<file path="config.mk">
export PLATFORM = sky130hd
export DESIGN_NAME = mem_forward
export DESIGN_NICKNAME = d
export VERILOG_FILES = /design/src/hdl/mem_stage_pkg.sv /design/src/hdl/mem_forward.sv
export SDC_FILE = /design/constraint.sdc
export NUM_CORES = 1
export LEC_CHECK = 0
export BUFFER_PORTS_ARGS = -buffer_cell sky130_fd_sc_hd__buf_4
export CORE_AREA = 2 2 160 162
export DETAILED_ROUTE_END_ITERATION = 8
export DIE_AREA = 0 0 162 164
export PLACE_DENSITY_LB_ADDON = 0.12
export REMOVE_ABC_BUFFERS = 1
export SLEW_MARGIN = 0
export SYNTH_ARGS = -nofsm -noshare
export SYNTH_HDL_FRONTEND = slang
export SYNTH_SLANG_ARGS = --single-unit
</file>
<file path="constraint.sdc">
create_clock -name vclk -period 1.7
set_input_delay 0 -clock vclk [all_inputs]
set_output_delay 0 -clock vclk [all_outputs]
set_load 0.05 [all_outputs]
</file>
<file path="src/hdl/mem_stage_pkg.sv">
// ========================================
// shared types for the memory stage
// word, register index, csr index, byte mask
// access size and data ram state enums
// ========================================

package mem_stage_pkg;

    // ========================================
    // plain vector types
    // ========================================

    // data or address word
    typedef logic [31:0] word_t;

    // general register index, x0 never forwards
    typedef logic [4:0]  reg_idx_t;

    // short csr index, all four values are real registers
    typedef logic [1:0]  csr_idx_t;

    // one bit per byte lane
    typedef logic [3:0]  byte_en_t;

    // ========================================
    // enums
    // ========================================

    typedef enum logic [1:0] {
        size_byte = 2'd0,
        size_half = 2'd1,
        size_word = 2'd2
    } access_size_e;

    typedef enum logic [1:0] {
        ram_idle = 2'd0,
        ram_busy = 2'd1,
        ram_done = 2'd2
    } ram_state_e;

endpackage

</file>
<file path="src/hdl/mem_forward.sv">
// ========================================
// hazard and forwarding unit
// stalls while a data ram access is open
// mem then wb forwarding to ex and id segment
// ========================================

`timescale 1ns/1ps

module mem_forward import mem_stage_pkg::*; (
    input  logic     if_valid,
    input  logic     mem_busy,
    input  reg_idx_t mem_rd,
    input  csr_idx_t mem_csr_rd,
    input  logic     mem_write_gpr,
    input  logic     mem_write_csr,
    input  logic     mem_to_reg,
    input  word_t    load_data,
    input  word_t    alu_out,
    input  word_t    csr_out,
    input  reg_idx_t ex_rs1,
    input  reg_idx_t ex_rs2,
    input  csr_idx_t ex_csr_rs,
    input  reg_idx_t id_rs1,
    input  reg_idx_t id_rs2,
    input  csr_idx_t id_csr_rs,
    input  reg_idx_t wb_rd,
    input  csr_idx_t wb_csr_rd,
    input  logic     wb_write_gpr,
    input  logic     wb_write_csr,
    input  word_t    wb_gpr_data,
    input  word_t    wb_csr_data,
    output logic     stall_if,
    output logic     stall_id,
    output logic     stall_ex,
    output logic     stall_me,
    output word_t    fwd_rs1_data_ex,
    output word_t    fwd_rs2_data_ex,
    output word_t    fwd_csr_data_ex,
    output logic     fwd_rs1_hit_ex,
    output logic     fwd_rs2_hit_ex,
    output logic     fwd_csr_hit_ex,
    output word_t    fwd_rs1_data_id,
    output word_t    fwd_rs2_data_id,
    output word_t    fwd_csr_data_id,
    output logic     fwd_rs1_hit_id,
    output logic     fwd_rs2_hit_id,
    output logic     fwd_csr_hit_id
);

    word_t mem_val;

    // ========================================
    // stalls
    // ========================================

    assign stall_if = mem_busy && if_valid;
    assign stall_id = mem_busy;
    assign stall_ex = mem_busy;
    assign stall_me = mem_busy;

    // loaded data for a load, alu result otherwise
    assign mem_val = mem_to_reg ? load_data : alu_out;

    // ========================================
    // lookups, mem stage before writeback
    // ========================================

    function automatic logic gpr_hit(input reg_idx_t rs);
        logic m_hit;
        logic w_hit;
        m_hit = mem_write_gpr && (mem_rd == rs);
        w_hit = wb_write_gpr && (wb_rd == rs);
        return (rs != '0) && (m_hit || w_hit);
    endfunction

    function automatic word_t gpr_val(input reg_idx_t rs);
        if (mem_write_gpr && (mem_rd == rs)) begin
            return mem_val;
        end
        if (wb_write_gpr && (wb_rd == rs)) begin
            return wb_gpr_data;
        end
        return '0;
    endfunction

    function automatic logic csr_hit(input csr_idx_t rs);
        return (mem_write_csr && (mem_csr_rd == rs)) ||
               (wb_write_csr && (wb_csr_rd == rs));
    endfunction

    function automatic word_t csr_val(input csr_idx_t rs);
        if (mem_write_csr && (mem_csr_rd == rs)) begin
            return csr_out;
        end
        if (wb_write_csr && (wb_csr_rd == rs)) begin
            return wb_csr_data;
        end
        return '0;
    endfunction

    always_comb begin
        fwd_rs1_hit_ex  = gpr_hit(ex_rs1);
        fwd_rs1_data_ex = gpr_val(ex_rs1);
        fwd_rs2_hit_ex  = gpr_hit(ex_rs2);
        fwd_rs2_data_ex = gpr_val(ex_rs2);
        fwd_csr_hit_ex  = csr_hit(ex_csr_rs);
        fwd_csr_data_ex = csr_val(ex_csr_rs);

        fwd_rs1_hit_id  = gpr_hit(id_rs1);
        fwd_rs1_data_id = gpr_val(id_rs1);
        fwd_rs2_hit_id  = gpr_hit(id_rs2);
        fwd_rs2_data_id = gpr_val(id_rs2);
        fwd_csr_hit_id  = csr_hit(id_csr_rs);
        fwd_csr_data_id = csr_val(id_csr_rs);
    end

endmodule

</file>
# --- Word level (Yosys, flattened, before mapping) ---
# Cells that the tools add are included.
# Widths: inputs -> output; s select.
classes:
  eq_ne: 12
  mux: 43
  reduce_logical: 27
ops:
  columns: ["op", "count"]
  rows:
  - ["$mux 32", 25]
  - ["$eq 5x5->1", 8]
  - ["$reduce_bool 5->1", 4]
  - ["$mux 1", 18]
  - ["$logic_and 1x1->1", 17]
  - ["$eq 2x2->1", 4]
  - ["$logic_or 1x1->1", 6]
totals:
  register_bits: 0
  in_bits: 205
  wordCells: 82

# --- Longest topological paths before layout ---
logic_depth:
  depth_word: 6
  depth_mapped: 6
  mapped_depth_nobuf: 4

# --- Worst setup path after synthesis ---
# No wires, ideal clock.
synth_path:
  path_kind: "input-to-output"
  from: "input port mem_rd[1]"
  to: "output port fwd_rs1_data_ex[10]"
  arrival_ns: 1.704
  t_required_ns: 1.700
  slack_ns: -0.004
  stages: 6
  path_cell_list: "xor2_1 > nor4_1 > and3_1 > buf_6 > buf_12 > mux2i_1"
synth_between:
  elab_chain_cells: 4
synth_lines:
  columns: ["item", "line", "rtl"]
  rows:
  - ["from (decl)", "mem_forward.sv:12", "input reg_idx_t mem_rd,"]
  - ["$eq 5x5->1", "mem_forward.sv:77", "if (mem_write_gpr && (mem_rd == rs)) begin"]
  - ["$logic_and 1x1->1", "mem_forward.sv:77", null]
  - ["$mux 1", "mem_forward.sv:77", null]
  - ["$mux 32", "mem_forward.sv:80", "if (wb_write_gpr && (wb_rd == rs)) begin"]
  - ["to (decl)", "mem_forward.sv:36", "output word_t fwd_rs1_data_ex,"]
# Every way passes these cells.

# --- Final worst setup path ---
layout_path:
  from: "input port mem_rd[1]"
  to: "output port fwd_rs1_data_ex[24]"
# The elaborated chain is that of the path after synthesis.

==> flow_summary.toml <==
[outcome]
status = "completed"

[critical_path]
cp_slowest_stage_delay_ns = 0.27
worst_path_max_delay_cell = "nor4_1"
critPathLaunchType = "input pin"
endpoint_kind = "output pin"
worstSetupPathType = "in2out"
cp_max_fo = 16
cp.required_ns = 1.70
arrival_ns = 1.62
crit_chain = "buf_4 -> xor2_1 -> nor4_1 -> and3_2 -> buf_12 -> buf_12 -> mux2i_2 -> buf_4"

[logic_synthesis]
synth_cell_types = 25
synth_top_area_share_pct = 37.71
syn_area_per_cell_um2 = 8.230
synth_top_family_by_area = "multiplexers"
synth-compound-area-share_pct = 13.94
synth_area_um2 = 4247
yosys.area.top_type = "mux2i_1"
yosys.area_share.adder_pct = 0
yosysWarningCount = 0
synth_common_cells = "160 x mux2i_1, 128 x nand4_1, 64 x a22o_1"
netlist_instances = 516
yosys.area_share.simple_pct = 24.40
synthTopCellsByArea = "mux2i_1 38%, nand4_1 19%, a22o_1 13%"
yosysMostFrequentCell = "mux2i_1"
synth_xor_area_share_pct = 9.900
muxShareOfSynthArea_pct = 37.71
seq_area_frac_synth_pct = 0

[pwr]
p_per_area_nw_per_um2 = 321.2
swShare_pct = 62.93
clkPwrFrac_pct = 0
intPower_mw = 0.9181
switching_power_mw = 1.559
pwr-share-comb_pct = 100.0
seqPwrFrac_pct = 0
p_leak_nw = 3.428
total_power_mw = 2.477
ir_drop_mv = 0.2122

[floorplan]
pin_count = 407
coreArea_um2 = 24820
row_count = 58
initial_core_util_pct = 17.11
die-area_um2 = 26570
die_w_um = 162
die_y_um = 164

[grt]
grt.busiest_layer = "met2"
grt_usage_pct = 18.25
grt_use_met1_pct = 23.44
gr-total-overflow = 0
grt_pass1_vias = 5804
met2_usage_pct = 33.91
grt_first_pass_wirelength_um = 38210
antenna_found_initial = 0
grt_use_met3_pct = 1.869
grt_start_max_net_pins = 66

[finish]
multi_input_area_um2 = 3704
drive_gt1_share_pct = 52.14
areaGrowthSynthToFinish_pct = 81.56
fin_nets = 1095
nClkBuffers = 0
seq_cell_count = 0
register_area_um2 = 0
fillers = 2727
antenna_cells = 0

[placed_design]
hpwl_um = 20770
gp_congestion = 0.7874
port-buffer-count = 407

[route]
drcViolationCount = 0
dr_total_vias = 5915
routed_wl_um = 26630
drt_iter0_markers = 338
ant_nets = 0
first_pass_iters = 5
avgViaCountPerCell = 4.856
wire_per_inst_um = 21.87

[sta]
setup_tns_ns = 0
hold_viol = 0
final_max_slew_viol_count = 0
post-route-period-util_pct = 95.50
relSlewSlack_pct = 63.13
rsz0062_at_grt = "no"
max_freq_ghz = 0.6160
tightest_slew_ns = 0.5377
setup-violations-final = 0
period_needed_ns = 1.623

[run]
maxCapViolCount = 0

[clock_network]
postCtsHoldBufs = 0
post_cts_buffers = 0
cts_resized = 0

[worst_hold_path]
holdPathStages = 2
min-delay-path-class = "in2out"
[worst max-delay path, delay by kind of cell]
family                    cells  cell delay (ns)
and+or+nand+nor               2             0.52
buffers and inverters         4             0.71
xor gates and xnor gates      1             0.16
muxes                         1             0.23
[worst paths after layout]
kind | startpoint | endpoint
max | mem_rd[1] | fwd_rs1_data_ex[24]
min | mem_busy | stall_id
[routing by layer]
metal	vias up	share of wire, %	wire length, um
met3	14	5.5	1452
met1	2851	41	10960
met5	-	0	0
met2	231	52	13870
li1	2819	-	-
met4	0	1.3	348
[placed cells by master, fill, tap and decap left out]
cell	count
and4b_2	1
and2_1	1
nor2_1	2
nand4_1	128
or4_1	4
nand3_1	4
nor4_1	3
nor2b_1	1
buf_12	19
a22o_1	64
o22a_1	3
nor2_2	6
xnor2_1	12
and3_1	5
xor2_1	36
and3_4	1
and3_2	2
mux2i_2	1
nand2b_1	2
mux2i_1	159
nor3_4	4
nor4_2	1
a21oi_1	1
buf_4	428
[cell type report]
class | count | share of cell area, %
tap | 330 | 5.355
multi-input combinational | 441 | 48.04
timing repair buffer | 447 | 46.61
[metrics by stage]
step	instances	setup WS, ns	util [%]	area [um2]	hold slack [ns]
after global routing	1218	0.004045	31.06	7710	0.2908
after CTS	1218	0.03940	31.01	7696	0.2851
final	1218	0.07656	31.06	7710	0.2822
after global placement	1218	0.06090	31.01	7696	0.2812
after detailed placement	1218	0.04339	31.01	7696	0.2829
after floorplan	441	-0.8386	-	3650	0
[power by group through the flow]
stage / logic (mW) / registers, mW / clock network (mW)
final: 2.48 / 0 / 0
after CTS: 2.49 / 0 / 0
after detailed placement: 2.49 / 0 / 0
after global routing: 2.61 / 0 / 0
after floorplan: 1.21 / 0 / 0
after global placement: 2.50 / 0 / 0
[kinds of logic after synthesis]
logic type	count (synthesis)
compound gates	68
xor+xnor	48
simple gates	165
buf+inv	75
mux	160
Power figures use the tool's default switching activity.
